`config.mk`:
```
export PLATFORM = sky130hd
export DESIGN_NAME = io_subsystem
export DESIGN_NICKNAME = d
export VERILOG_FILES = /design/src/io_pkg.sv /design/src/interrupt_controller.sv /design/src/io_decoder.sv /design/src/video_timing.sv /design/src/audio_sample_timer.sv /design/src/spi_flash_engine.sv /design/src/io_subsystem.sv
export SDC_FILE = /design/constraint.sdc
export NUM_CORES = 1
export LEC_CHECK = 0
export BUFFER_PORTS_ARGS = -buffer_cell sky130_fd_sc_hd__buf_2
export CAP_MARGIN = 20
export CORE_MARGIN = 5
export CORE_UTILIZATION = 38
export CTS_BUF_LIST = sky130_fd_sc_hd__clkbuf_16
export DETAILED_ROUTE_END_ITERATION = 6
export SKIP_LAST_GASP = 1
export SYNTH_ARGS = -nofsm -noshare
export SYNTH_HDL_FRONTEND = slang
export SYNTH_SLANG_ARGS = --single-unit
```
`constraint.sdc`:
```
create_clock -name CLK -period 1.6 [get_ports CLK]
set_input_delay 0 -clock CLK [delete_from_list [all_inputs] [get_ports CLK]]
set_output_delay 0 -clock CLK [all_outputs]
set_load 0.02 [all_outputs]
```
`src/io_pkg.sv`:
```
// I/O subsystem shared definitions

package io_pkg;

	// ========================================
	// bus geometry
	// ========================================
	localparam int DATA_BITS = 16;
	localparam int ADDR_BITS = 8;
	// upper nibble picks the device, lower nibble the register
	localparam int DEV_BITS = 4;
	localparam int REG_BITS = 4;

	// device select codes
	localparam logic [DEV_BITS-1:0] DEV_IRQ   = 4'd0;
	localparam logic [DEV_BITS-1:0] DEV_VIDEO = 4'd1;
	localparam logic [DEV_BITS-1:0] DEV_AUDIO = 4'd2;
	localparam logic [DEV_BITS-1:0] DEV_SPI   = 4'd3;

	// ========================================
	// register offsets
	// ========================================
	localparam logic [REG_BITS-1:0] REG_IRQ_ENABLE    = 4'd0;
	localparam logic [REG_BITS-1:0] REG_IRQ_PENDING   = 4'd1;
	localparam logic [REG_BITS-1:0] REG_VIDEO_ENABLE  = 4'd0;
	localparam logic [REG_BITS-1:0] REG_AUDIO_DIVISOR = 4'd0;
	localparam logic [REG_BITS-1:0] REG_SPI_DATA      = 4'd0;
	localparam logic [REG_BITS-1:0] REG_SPI_STATUS    = 4'd1;

	// interrupt source bits, lowest index wins
	localparam int IRQ_HSYNC = 0;
	localparam int IRQ_VSYNC = 1;
	localparam int IRQ_AUDIO = 2;
	localparam int IRQ_SPI   = 3;
	localparam int NUM_IRQ   = 4;

endpackage

```
`src/interrupt_controller.sv`:
```
// Interrupt controller
// enable mask, sticky pending bits, priority request

module interrupt_controller (
	input  logic                           CLK,
	input  logic                           RSTb,
	input  logic [io_pkg::REG_BITS-1:0]    reg_addr,
	input  logic [io_pkg::DATA_BITS-1:0]   data_in,
	input  logic                           wr,
	input  logic                           irq_hsync,
	input  logic                           irq_vsync,
	input  logic                           irq_audio,
	input  logic                           irq_spi_flash,
	output logic [io_pkg::DATA_BITS-1:0]   data_out,
	output logic                           interrupt,
	output logic [3:0]                     irq
);

	logic [io_pkg::NUM_IRQ-1:0] irq_in;
	logic [io_pkg::NUM_IRQ-1:0] irq_pending;
	logic [io_pkg::NUM_IRQ-1:0] irq_pending_next;
	logic [io_pkg::NUM_IRQ-1:0] irq_clear;
	logic [io_pkg::NUM_IRQ-1:0] irq_clear_next;
	logic [io_pkg::NUM_IRQ-1:0] irq_enabled;
	logic [io_pkg::NUM_IRQ-1:0] irq_enabled_next;
	logic [io_pkg::NUM_IRQ-1:0] irq_active;
	logic [3:0]                 irq_next;

	// gather the event pulses into one vector
	always_comb begin
		irq_in = '0;
		irq_in[io_pkg::IRQ_HSYNC] = irq_hsync;
		irq_in[io_pkg::IRQ_VSYNC] = irq_vsync;
		irq_in[io_pkg::IRQ_AUDIO] = irq_audio;
		irq_in[io_pkg::IRQ_SPI]   = irq_spi_flash;
	end

	// ========================================
	// register port
	// ========================================
	always_comb begin
		irq_enabled_next = irq_enabled;
		irq_clear_next = '0;
		data_out = '0;
		case (reg_addr)
			io_pkg::REG_IRQ_ENABLE: begin
				if (wr) begin
					irq_enabled_next = data_in[io_pkg::NUM_IRQ-1:0];
				end
				data_out[io_pkg::NUM_IRQ-1:0] = irq_enabled;
			end
			io_pkg::REG_IRQ_PENDING: begin
				// write a one to clear, applied one edge later
				if (wr) begin
					irq_clear_next = data_in[io_pkg::NUM_IRQ-1:0];
				end
				data_out[io_pkg::NUM_IRQ-1:0] = irq_pending;
			end
			default: ;
		endcase
	end

	// a fresh pulse beats a clear in the same cycle
	assign irq_pending_next = (irq_pending & ~irq_clear) | irq_in;

	// ========================================
	// priority encoder
	// ========================================
	assign irq_active = irq_pending & irq_enabled;

	always_comb begin
		irq_next = 4'd0;
		// walk downwards so the lowest set bit is the one kept
		for (int i = io_pkg::NUM_IRQ - 1; i >= 0; i--) begin
			if (irq_active[i]) begin
				irq_next = 4'(i + 1);
			end
		end
	end

	always_ff @(posedge CLK) begin
		if (!RSTb) begin
			irq_pending <= '0;
			irq_clear <= '0;
			irq_enabled <= '0;
			irq <= 4'd0;
			interrupt <= 1'b0;
		end else begin
			irq_pending <= irq_pending_next;
			irq_clear <= irq_clear_next;
			irq_enabled <= irq_enabled_next;
			irq <= irq_next;
			interrupt <= (irq_next != 4'd0);
		end
	end

endmodule

```
`src/io_decoder.sv`:
```
// Register bus address decoder

module io_decoder (
	input  logic [io_pkg::ADDR_BITS-1:0] address,
	input  logic                         wr,
	input  logic [io_pkg::DATA_BITS-1:0] rd_irq,
	input  logic [io_pkg::DATA_BITS-1:0] rd_video,
	input  logic [io_pkg::DATA_BITS-1:0] rd_audio,
	input  logic [io_pkg::DATA_BITS-1:0] rd_spi,
	output logic [io_pkg::REG_BITS-1:0]  reg_addr,
	output logic                         wr_irq,
	output logic                         wr_video,
	output logic                         wr_audio,
	output logic                         wr_spi,
	output logic [io_pkg::DATA_BITS-1:0] data_out
);

	logic [io_pkg::DEV_BITS-1:0] dev_sel;

	assign dev_sel  = address[io_pkg::ADDR_BITS-1 -: io_pkg::DEV_BITS];
	assign reg_addr = address[io_pkg::REG_BITS-1:0];

	// one strobe per device, only the selected one fires
	assign wr_irq   = wr && (dev_sel == io_pkg::DEV_IRQ);
	assign wr_video = wr && (dev_sel == io_pkg::DEV_VIDEO);
	assign wr_audio = wr && (dev_sel == io_pkg::DEV_AUDIO);
	assign wr_spi   = wr && (dev_sel == io_pkg::DEV_SPI);

	// read mux, unmapped devices give zero
	always_comb begin
		case (dev_sel)
			io_pkg::DEV_IRQ:   data_out = rd_irq;
			io_pkg::DEV_VIDEO: data_out = rd_video;
			io_pkg::DEV_AUDIO: data_out = rd_audio;
			io_pkg::DEV_SPI:   data_out = rd_spi;
			default:           data_out = '0;
		endcase
	end

endmodule

```
`src/video_timing.sv`:
```
// Video sync pulse generator

module video_timing #(
	parameter int H_TOTAL = 800,
	parameter int V_TOTAL = 525
) (
	input  logic                         CLK,
	input  logic                         RSTb,
	input  logic [io_pkg::REG_BITS-1:0]  reg_addr,
	input  logic [io_pkg::DATA_BITS-1:0] data_in,
	input  logic                         wr,
	output logic [io_pkg::DATA_BITS-1:0] data_out,
	output logic                         hsync,
	output logic                         vsync
);

	localparam int H_BITS = $clog2(H_TOTAL + 1);
	localparam int V_BITS = $clog2(V_TOTAL + 1);
	localparam logic [H_BITS-1:0] H_LAST = H_BITS'(H_TOTAL - 1);
	localparam logic [V_BITS-1:0] V_LAST = V_BITS'(V_TOTAL - 1);

	logic              enable;
	logic [H_BITS-1:0] h_count;
	logic [V_BITS-1:0] v_count;
	logic              line_end;
	logic              frame_end;

	assign line_end  = (h_count == H_LAST);
	assign frame_end = line_end && (v_count == V_LAST);

	// enable register
	always_ff @(posedge CLK) begin
		if (!RSTb) begin
			enable <= 1'b0;
		end else if (wr && reg_addr == io_pkg::REG_VIDEO_ENABLE) begin
			enable <= data_in[0];
		end
	end

	always_comb begin
		data_out = '0;
		if (reg_addr == io_pkg::REG_VIDEO_ENABLE) begin
			data_out[0] = enable;
		end
	end

	// ========================================
	// line and frame counters
	// ========================================
	always_ff @(posedge CLK) begin
		if (!RSTb) begin
			h_count <= '0;
			v_count <= '0;
			hsync <= 1'b0;
			vsync <= 1'b0;
		end else if (!enable) begin
			// parked at the top left while off
			h_count <= '0;
			v_count <= '0;
			hsync <= 1'b0;
			vsync <= 1'b0;
		end else begin
			hsync <= line_end;
			vsync <= frame_end;
			if (line_end) begin
				h_count <= '0;
				if (frame_end) begin
					v_count <= '0;
				end else begin
					v_count <= v_count + 1'b1;
				end
			end else begin
				h_count <= h_count + 1'b1;
			end
		end
	end

endmodule

```
`src/audio_sample_timer.sv`:
```
// Audio sample rate timer

module audio_sample_timer (
	input  logic                         CLK,
	input  logic                         RSTb,
	input  logic [io_pkg::REG_BITS-1:0]  reg_addr,
	input  logic [io_pkg::DATA_BITS-1:0] data_in,
	input  logic                         wr,
	output logic [io_pkg::DATA_BITS-1:0] data_out,
	output logic                         audio_tick
);

	logic [io_pkg::DATA_BITS-1:0] divisor;
	logic [io_pkg::DATA_BITS-1:0] count;
	logic                         div_wr;

	assign div_wr = wr && (reg_addr == io_pkg::REG_AUDIO_DIVISOR);

	// divisor reads back as written
	assign data_out = (reg_addr == io_pkg::REG_AUDIO_DIVISOR) ? divisor : '0;

	// counts divisor down to zero, so one tick per divisor+1 cycles
	always_ff @(posedge CLK) begin
		if (!RSTb) begin
			divisor <= '0;
			count <= '0;
			audio_tick <= 1'b0;
		end else if (div_wr) begin
			// restart the period on a new divisor
			divisor <= data_in;
			count <= data_in;
			audio_tick <= 1'b0;
		end else if (divisor == '0) begin
			count <= '0;
			audio_tick <= 1'b0;
		end else if (count == '0) begin
			count <= divisor;
			audio_tick <= 1'b1;
		end else begin
			count <= count - 1'b1;
			audio_tick <= 1'b0;
		end
	end

endmodule

```
`src/spi_flash_engine.sv`:
```
// SPI flash byte engine, mode 0

module spi_flash_engine #(
	parameter int SPI_HALF = 4
) (
	input  logic                         CLK,
	input  logic                         RSTb,
	input  logic [io_pkg::REG_BITS-1:0]  reg_addr,
	input  logic [io_pkg::DATA_BITS-1:0] data_in,
	input  logic                         wr,
	input  logic                         spi_miso,
	output logic [io_pkg::DATA_BITS-1:0] data_out,
	output logic                         spi_sclk,
	output logic                         spi_mosi,
	output logic                         spi_cs_b,
	output logic                         spi_done
);

	localparam int HALF_BITS = $clog2(SPI_HALF + 1);
	localparam logic [HALF_BITS-1:0] HALF_LAST = HALF_BITS'(SPI_HALF - 1);

	logic                 busy;
	logic [HALF_BITS-1:0] half_count;
	logic [3:0]           edge_count;
	logic [7:0]           tx_shift;
	logic [7:0]           rx_shift;
	logic                 start;

	assign start = wr && !busy && (reg_addr == io_pkg::REG_SPI_DATA);
	assign spi_mosi = tx_shift[7];

	always_comb begin
		data_out = '0;
		case (reg_addr)
			io_pkg::REG_SPI_DATA:   data_out[7:0] = rx_shift;
			io_pkg::REG_SPI_STATUS: data_out[0] = busy;
			default: ;
		endcase
	end

	// ========================================
	// shift engine
	// ========================================
	always_ff @(posedge CLK) begin
		if (!RSTb) begin
			busy <= 1'b0;
			spi_cs_b <= 1'b1;
			spi_sclk <= 1'b0;
			spi_done <= 1'b0;
			half_count <= '0;
			edge_count <= 4'd0;
		end else begin
			spi_done <= 1'b0;
			if (start) begin
				busy <= 1'b1;
				spi_cs_b <= 1'b0;
				spi_sclk <= 1'b0;
				half_count <= '0;
				edge_count <= 4'd0;
			end else if (busy) begin
				if (half_count == HALF_LAST) begin
					half_count <= '0;
					edge_count <= edge_count + 1'b1;
					if (edge_count == 4'd15) begin
						// sixteenth half period, byte complete
						busy <= 1'b0;
						spi_cs_b <= 1'b1;
						spi_sclk <= 1'b0;
						spi_done <= 1'b1;
					end else begin
						spi_sclk <= ~spi_sclk;
					end
				end else begin
					half_count <= half_count + 1'b1;
				end
			end
		end
	end

	// byte registers, MISO taken on rising sclk, MOSI moved on falling
	always_ff @(posedge CLK) begin
		if (start) begin
			tx_shift <= data_in[7:0];
		end else if (busy && half_count == HALF_LAST) begin
			if (!spi_sclk) begin
				rx_shift <= {rx_shift[6:0], spi_miso};
			end else begin
				tx_shift <= {tx_shift[6:0], 1'b0};
			end
		end
	end

endmodule

```
`src/io_subsystem.sv`:
```
// I/O subsystem top level

module io_subsystem #(
	parameter int H_TOTAL  = 800,
	parameter int V_TOTAL  = 525,
	parameter int SPI_HALF = 4
) (
	input  logic                         CLK,
	input  logic                         RSTb,
	input  logic [io_pkg::ADDR_BITS-1:0] address,
	input  logic [io_pkg::DATA_BITS-1:0] data_in,
	input  logic                         wr,
	input  logic                         spi_miso,
	output logic [io_pkg::DATA_BITS-1:0] data_out,
	output logic                         hsync,
	output logic                         vsync,
	output logic                         spi_sclk,
	output logic                         spi_mosi,
	output logic                         spi_cs_b,
	output logic                         interrupt,
	output logic [3:0]                   irq
);

	logic [io_pkg::REG_BITS-1:0]  reg_addr;
	logic                         wr_irq;
	logic                         wr_video;
	logic                         wr_audio;
	logic                         wr_spi;
	logic [io_pkg::DATA_BITS-1:0] rd_irq;
	logic [io_pkg::DATA_BITS-1:0] rd_video;
	logic [io_pkg::DATA_BITS-1:0] rd_audio;
	logic [io_pkg::DATA_BITS-1:0] rd_spi;
	// event pulses into the controller
	logic                         audio_tick;
	logic                         spi_done;

	io_decoder u_decoder (
		.address(address), .wr(wr),
		.rd_irq(rd_irq), .rd_video(rd_video), .rd_audio(rd_audio), .rd_spi(rd_spi),
		.reg_addr(reg_addr),
		.wr_irq(wr_irq), .wr_video(wr_video), .wr_audio(wr_audio), .wr_spi(wr_spi),
		.data_out(data_out)
	);

	video_timing #(.H_TOTAL(H_TOTAL), .V_TOTAL(V_TOTAL)) u_video (
		.CLK(CLK), .RSTb(RSTb), .reg_addr(reg_addr), .data_in(data_in), .wr(wr_video),
		.data_out(rd_video), .hsync(hsync), .vsync(vsync)
	);

	audio_sample_timer u_audio (
		.CLK(CLK), .RSTb(RSTb), .reg_addr(reg_addr), .data_in(data_in), .wr(wr_audio),
		.data_out(rd_audio), .audio_tick(audio_tick)
	);

	spi_flash_engine #(.SPI_HALF(SPI_HALF)) u_spi (
		.CLK(CLK), .RSTb(RSTb), .reg_addr(reg_addr), .data_in(data_in), .wr(wr_spi),
		.spi_miso(spi_miso), .data_out(rd_spi),
		.spi_sclk(spi_sclk), .spi_mosi(spi_mosi), .spi_cs_b(spi_cs_b),
		.spi_done(spi_done)
	);

	interrupt_controller u_irq (
		.CLK(CLK), .RSTb(RSTb), .reg_addr(reg_addr), .data_in(data_in), .wr(wr_irq),
		.irq_hsync(hsync), .irq_vsync(vsync),
		.irq_audio(audio_tick), .irq_spi_flash(spi_done),
		.data_out(rd_irq), .interrupt(interrupt), .irq(irq)
	);

endmodule

```
# [After elaboration in Yosys (flattened, before gate mapping)]
# Cells that the tools add are included.
# W data, S select, Z words.
[word_totals] ff_bits=100 latch_bits=0 ramBits=0 rom_bits=0 in_bits=28 out_inout_bits=26 elab_cells=105 mem_count=0
[op_classes] add_sub_neg=5 multipliers=0 n_div=0 magnitude_cmp=0 eq_ne=8 shifts=0 n_mux=29 n_bitwise=10 reduce_logical=32
[op_table] cell="$mux W16" count=4
[op_table] cell="$pmux W16 S4" count=1
[op_table] cell="$logic_not A16 Y1" count=2
[op_table] cell="$mux W8" count=3
[op_table] cell="$add A10 B1 Y10 const B" count=2
[op_table] cell="$eq A10 B10 Y1 const B" count=2
[op_table] cell="$sub A16 B1 Y16 const B" count=1
[op_table] cell="$mux W3" count=5
[op_table] cell="$mux W1" count=12
[op_table] cell="$logic_and A1 B1 Y1" count=10
[op_table] cell="$mux W10" count=1
[op_table] cell="$reduce_bool A2 Y1" count=5
[op_table] cell="$reduce_and A3 Y1" count=3
[op_table] cell="$and A4 B4 Y4" count=2
[op_table] cell="$eq A4 B1 Y1 const B" count=2
[op_table] cell="$eq A4 B2 Y1 const B" count=2
[op_table] cell="$logic_not A4 Y1" count=2
[op_table] cell="$pmux W4 S2" count=1
[op_table] cell="$reduce_and A2 Y1" count=4
[op_table] cell="$mux W7" count=1
[op_table] cell="$not A1 Y1" count=6
[op_table] cell="$reduce_or A3 Y1" count=2
[op_table] cell="$add A4 B1 Y4 const B" count=1
[op_table] cell="$eq A4 B4 Y1 const B" count=1
[op_table] cell="9 further kinds" count=9

# [Logic depth before layout (Yosys ltp)]
[depth] depth_word=6 ltp_mapped=8 depth_no_buf=7

# [By module]
# From an unflattened synthesis, not the netlist that was laid out.
[hier_totals] hier_cells=599 hier_area_um2=5371.4
[modules_own_cells] mod="audio_sample_timer" n_inst=1 cells_per_inst=215 area_per_inst_um2=1717.9 seq_area_each_um2=660.6
[modules_own_cells] mod="spi_flash_engine" n_inst=1 cells_per_inst=97 area_per_inst_um2=1211.2 seq_area_each_um2=700.7
[modules_own_cells] mod="video_timing" n_inst=1 cells_per_inst=134 area_per_inst_um2=1149.9 seq_area_each_um2=460.4
[modules_own_cells] mod="interrupt_controller" n_inst=1 cells_per_inst=85 area_per_inst_um2=734.5 seq_area_each_um2=320.3
[modules_own_cells] mod="io_decoder" n_inst=1 cells_per_inst=68 area_per_inst_um2=558.0 seq_area_each_um2=0.0

# [Worst setup path after synthesis]
# Ideal clock, no wire load.
[synth_timing] kind="reg-to-reg" start="register u_spi.half_count[0]" end="register u_spi.rx_shift[0] (enable)" setup_ps=370 arrival_time_ps=1339 required_ps=1230 slack_ps=-109 stages_incl_launch_ff=6 n_path_buf=1 period_less_slack_ps=1709 path_cell_list="dfxtp_1 > ha_1 > nand2_1 > or2_2 > clkbuf_1 > nor2_1"
[synth_between] elab_chain_len=3
[synth_lines] element="start, declared" line="spi_flash_engine.sv:23" source="logic [HALF_BITS-1:0] half_count;"
[synth_lines] element="start signal, assigned" line="spi_flash_engine.sv:74" source="half_count <= half_count + 1'b1;"
[synth_lines] element="$eq A3 B2 Y1" line="spi_flash_engine.sv:84" source="end else if (busy && half_count == HALF_LAST) begin"
[synth_lines] element="$logic_and A1 B1 Y1" line="spi_flash_engine.sv:84"
[synth_lines] element="$reduce_and A3 Y1 (no line)"
[synth_lines] element="end signal, assigned" line="spi_flash_engine.sv:86" source="rx_shift <= {rx_shift[6:0], spi_miso};"
[synth_lines] element="end, declared" line="spi_flash_engine.sv:26" source="logic [7:0] rx_shift;"
# Every way passes these cells.
# A chain may end at the register's enable or synchronous reset.

# [Worst setup path after layout]
[layout_timing] start="register u_spi.rx_shift[0]" end="output data_out[0] (netlist name)"
[layout_between] elab_chain_len=2
[layout_lines] element="$pmux W1 S2" line="spi_flash_engine.sv:34" source="case (reg_addr)"
[layout_lines] element="$pmux W16 S4" line="io_decoder.sv:31" source="case (dev_sel)"
[layout_lines] element="end, declared" line="io_subsystem.sv:14" source="output logic [io_pkg::DATA_BITS-1:0] data_out,"
# Every way passes these cells.

==> results.yml <==
detailed_routing:
  route.detailed.drc: 0
  viasPerCell: 5.12
  routed_wl_mm: 11.8
  dr.pass1.iters: 4
  vias: 3952
  drt-wirelength-per-cell_um: 15.3
  drt_iter0_markers: 204
  antenna_left: 0
timing:
  rsz0062_at_grt: "yes"
  finalCritPeriodShare_pct: 102
  setup_tns_ps: -96.7
  clock.fmax_mhz: 610
  hold_viol_final: 0
  finalCriticalPeriod_ps: 1640
  postLayoutSetupSlackWorst_ps: -39.5
  finalSetupViolCount: 5
  maxSlewViolCount: 0
  skew_ps: 7.03
power_and_ir_drop:
  p_clk_share_pct: 42.3
  swShare_pct: 22.4
  combPwrFrac_pct: 4.1
  vdd_drop_max_mv: 0.673
  p_sw_mw: 1.05
  total_power_mw: 4.71
  power.internal_mw: 3.66
  pwr_density_cell_nw_per_um2: 789
  power_frac_seq_pct: 53.5
  p_leak_nw: 2.33
synth:
  synth.net_count: 537
  ys_types: 57
  synth_flop_cell: "dfxtp_1"
  synth_top_family_by_area: "simple AND/OR/NAND/NOR gates"
  synthArstFlopShare_pct: 0
  synth_edf_count: 16
  synth_cells: 502
  synth_area_um2: 4540
  synthXorXnorAreaFrac_pct: 5.60
  yosys_warnings: 0
  synth_mux_area_share_pct: 5.57
  synth.ff_latch_count: 99
  postSynthAreaPerCell_um2: 9.04
  yosys.area_share.simple_pct: 26.5
  synth_compound_area_share_pct: 9.85
  synth-seq-area-share_pct: 47.2
  synthAdderAreaFrac_pct: 1.93
global_routing:
  grt_max_degree: 18
  grt_pass1_wl_mm: 18.9
  grt_pass1_vias: 4005
  overflow: 0
  antenna_found_initial: 0
  grt_usage_pct: 16.5
min_path:
  min_path_type: "in2reg"
clock_tree:
  numCtsBuffers: 9
  clk_pin_slew_ps: 70
  cts_tree: "built"
  clock_path_buffers: 2
  cts.sinks: 99
  clock_latency_ps: 350
  h-tree-depth: 3
  root_buffer: "clkbuf_16"
die:
  coreArea_um2: 11900
  placement_rows: 40
  io_pins: 54
  die_y_um: 119
  fp.dieArea_um2: 14200
  die_w_um: 119
  start_util_pct: 38.2
place:
  portBuffers: 52
  dp_hpwl_mm: 8.47
  place.gp.congestion: 0.793
  dpl_worst_slack_ps: -81.4
critical_path:
  cp_slowest_cell: "edfxtp_1"
  worst-setup-path-type: "reg2out"
  slowest_delay_ps: 390
  cp-end-kind: "primary output"
  cp_top_family: "compound AO/OA/AOI/OAI gates"
  worstPathMaxFanout: 2
  startpoint_type: "flop"
  required_ps: 1600
  cp_data_arrival_time_ps: 1640
  crit_chain: "mux2_2, a22o_1, a22oi_2, o21ai_2, buf_6"
  cp_num_buf_inv: 1
cells_and_area:
  fin_nets: 655
  antenna_cells: 0
  area_growth_syn_to_layout_pct: 31.7
  layout_common_cells: "82 x nand2_1, 75 x dfxtp_1, 55 x nor2_1, 53 x buf_2, 49 x buf_4"
  drive_gt1_share_pct: 29.0
  layout_commonest_cell: "nand2_1"
flow_run:
  max-cap-violations: 0
run_status:
  violations: "setup timing"
  outcome: "finished with violations"
[sequential cells by signal, summed over array words and instances (netlist names)]
signal and flops:
u_irq.irq_enabled 4, u_video.vsync 1, u_irq.irq_clear 4, u_video.h_count 10
u_spi.tx_shift 8, u_spi.busy 1, u_spi.spi_done 1, u_irq.irq 3
u_spi.rx_shift 8, u_audio.divisor 16, u_irq.interrupt 1, u_spi.edge_count 4
u_video.hsync 1, u_video.enable 1, u_spi.spi_cs_b 1, u_spi.spi_sclk 1
u_audio.count 16, u_spi.half_count 3, u_irq.irq_pending 4, u_audio.audio_tick 1
u_video.v_count 10
[cell families (layout without fill, tap and decap cells)]
group,count (synthesis),after routing
buffers and inverters,33,156
AO/OA/AOI/OAI,75,75
AND/OR/NAND/NOR,234,234
flip-flops,99,99
other,1,1
multiplexers,24,24
XOR/XNOR,29,29
adder cells (fa/ha/maj),7,7
[path summary, 6_finish.rpt]
| check | cells past startpoint | from | slack, ps | end |
|---|---|---|---|---|
| max reg2reg | 6 | u_audio.count[2]$_SDFF_PN0_ | -20 | u_audio.count[13]$_SDFF_PN0_ |
| min | 3 | wr | 40 | u_irq.irq_clear[0]$_SDFF_PN0_ |
| min reg2reg | 2 | u_spi.spi_done$_SDFF_PP0_ | 440 | u_irq.irq_pending[3]$_SDFF_PN0_ |
| max | 5 | u_spi.rx_shift[0]$_DFFE_PP_ | -40 | data_out[0] |
[cell usage after synthesis (3+ instances only)]
cell | n | area [µm²]
nand2b_1 | 3 | 18.8
nand3_1 | 15 | 75.1
nor3_1 | 12 | 60.1
clkbuf_1 | 8 | 30.0
ha_1 | 7 | 87.6
dfxtp_1 | 83 | 1660
a22oi_1 | 8 | 60.1
edfxtp_1 | 16 | 480
buf_2 | 7 | 35.0
o21ai_0 | 4 | 20.0
inv_1 | 13 | 48.8
mux2_2 | 3 | 33.8
and3_1 | 14 | 87.6
nand2_1 | 82 | 308
and2_1 | 4 | 25.0
mux2_1 | 7 | 78.8
nor2_1 | 60 | 225
nor4_1 | 8 | 50.1
nand4_1 | 9 | 56.3
mux2i_1 | 14 | 140
xnor2_1 | 17 | 149
buf_4 | 4 | 30.0
a21oi_1 | 29 | 145
xor2_1 | 12 | 105
o22ai_1 | 3 | 18.8
o21ai_1 | 19 | 95.1
[per-stage QoR]
| step | cell area (µm²) | cells | utilization [%] | hold WS [ps] |
|---|---|---|---|---|
| after floorplan | 4550 | 502 | - | 98.9 |
| after global placement | 5240 | 725 | 44.2 | 190 |
| after detailed placement | 5240 | 725 | 44.2 | 188 |
| after CTS | 5760 | 763 | 48.6 | 25.4 |
| after global routing | 5970 | 772 | 50.4 | 39.4 |
| final | 5970 | 772 | 50.4 | 36.6 |
[layer usage]
layer  vias up  track usage (%)  part of all wire (%)
li1       1985                -                     -
met1      1873             19.2                    43
met2        74             29.1                    52
met3        20             4.75                   4.2
met4         0             5.07                   1.5
met5         -                0                     0
[worst register-to-register path, stage by stage (launching register included)]
cell	delay [ps]
dfxtp_2	320
or4_4	600
buf_4	180
nor4_4	140
nand2_1	110
o21ai_2	80
o31ai_2	80
[power by group through the flow]
| stage | Combinational (mW) | Sequential (mW) | Clock, mW |
|---|---|---|---|
| 6_report | 0.194 | 2.52 | 1.99 |
| 5_1_grt | 0.209 | 2.52 | 2.15 |
| 4_1_cts | 0.190 | 2.52 | 2.06 |
| 3_5_place_dp | 0.154 | 2.58 | 0 |
| 3_3_place_gp | 0.154 | 2.58 | 0 |
| 2_1_floorplan | 0.0659 | 2.58 | 0 |
[cell type report]
cell class / count / area, µm²
well taps: 147 / 184
fillers: 1095 / 5890
inverters: 13 / 48.8
flip-flops and latches: 99 / 2150
repair buffers: 127 / 901
clock buffers: 9 / 225
clock inverters: 7 / 42.5
multi-input cells: 370 / 2420
[what timing repair did]
action / 4_1_cts / 5_1_grt
hold endpoints to repair: 42 / 0
setup buffers: 4 / 7
gates cloned: 0 / 2
setup endpoints to repair: 9 / 35
hold buffers: 18 / 0
resized for setup: 11 / 36
pin swaps: 9 / 12
Power figures use the tool's default switching activity.
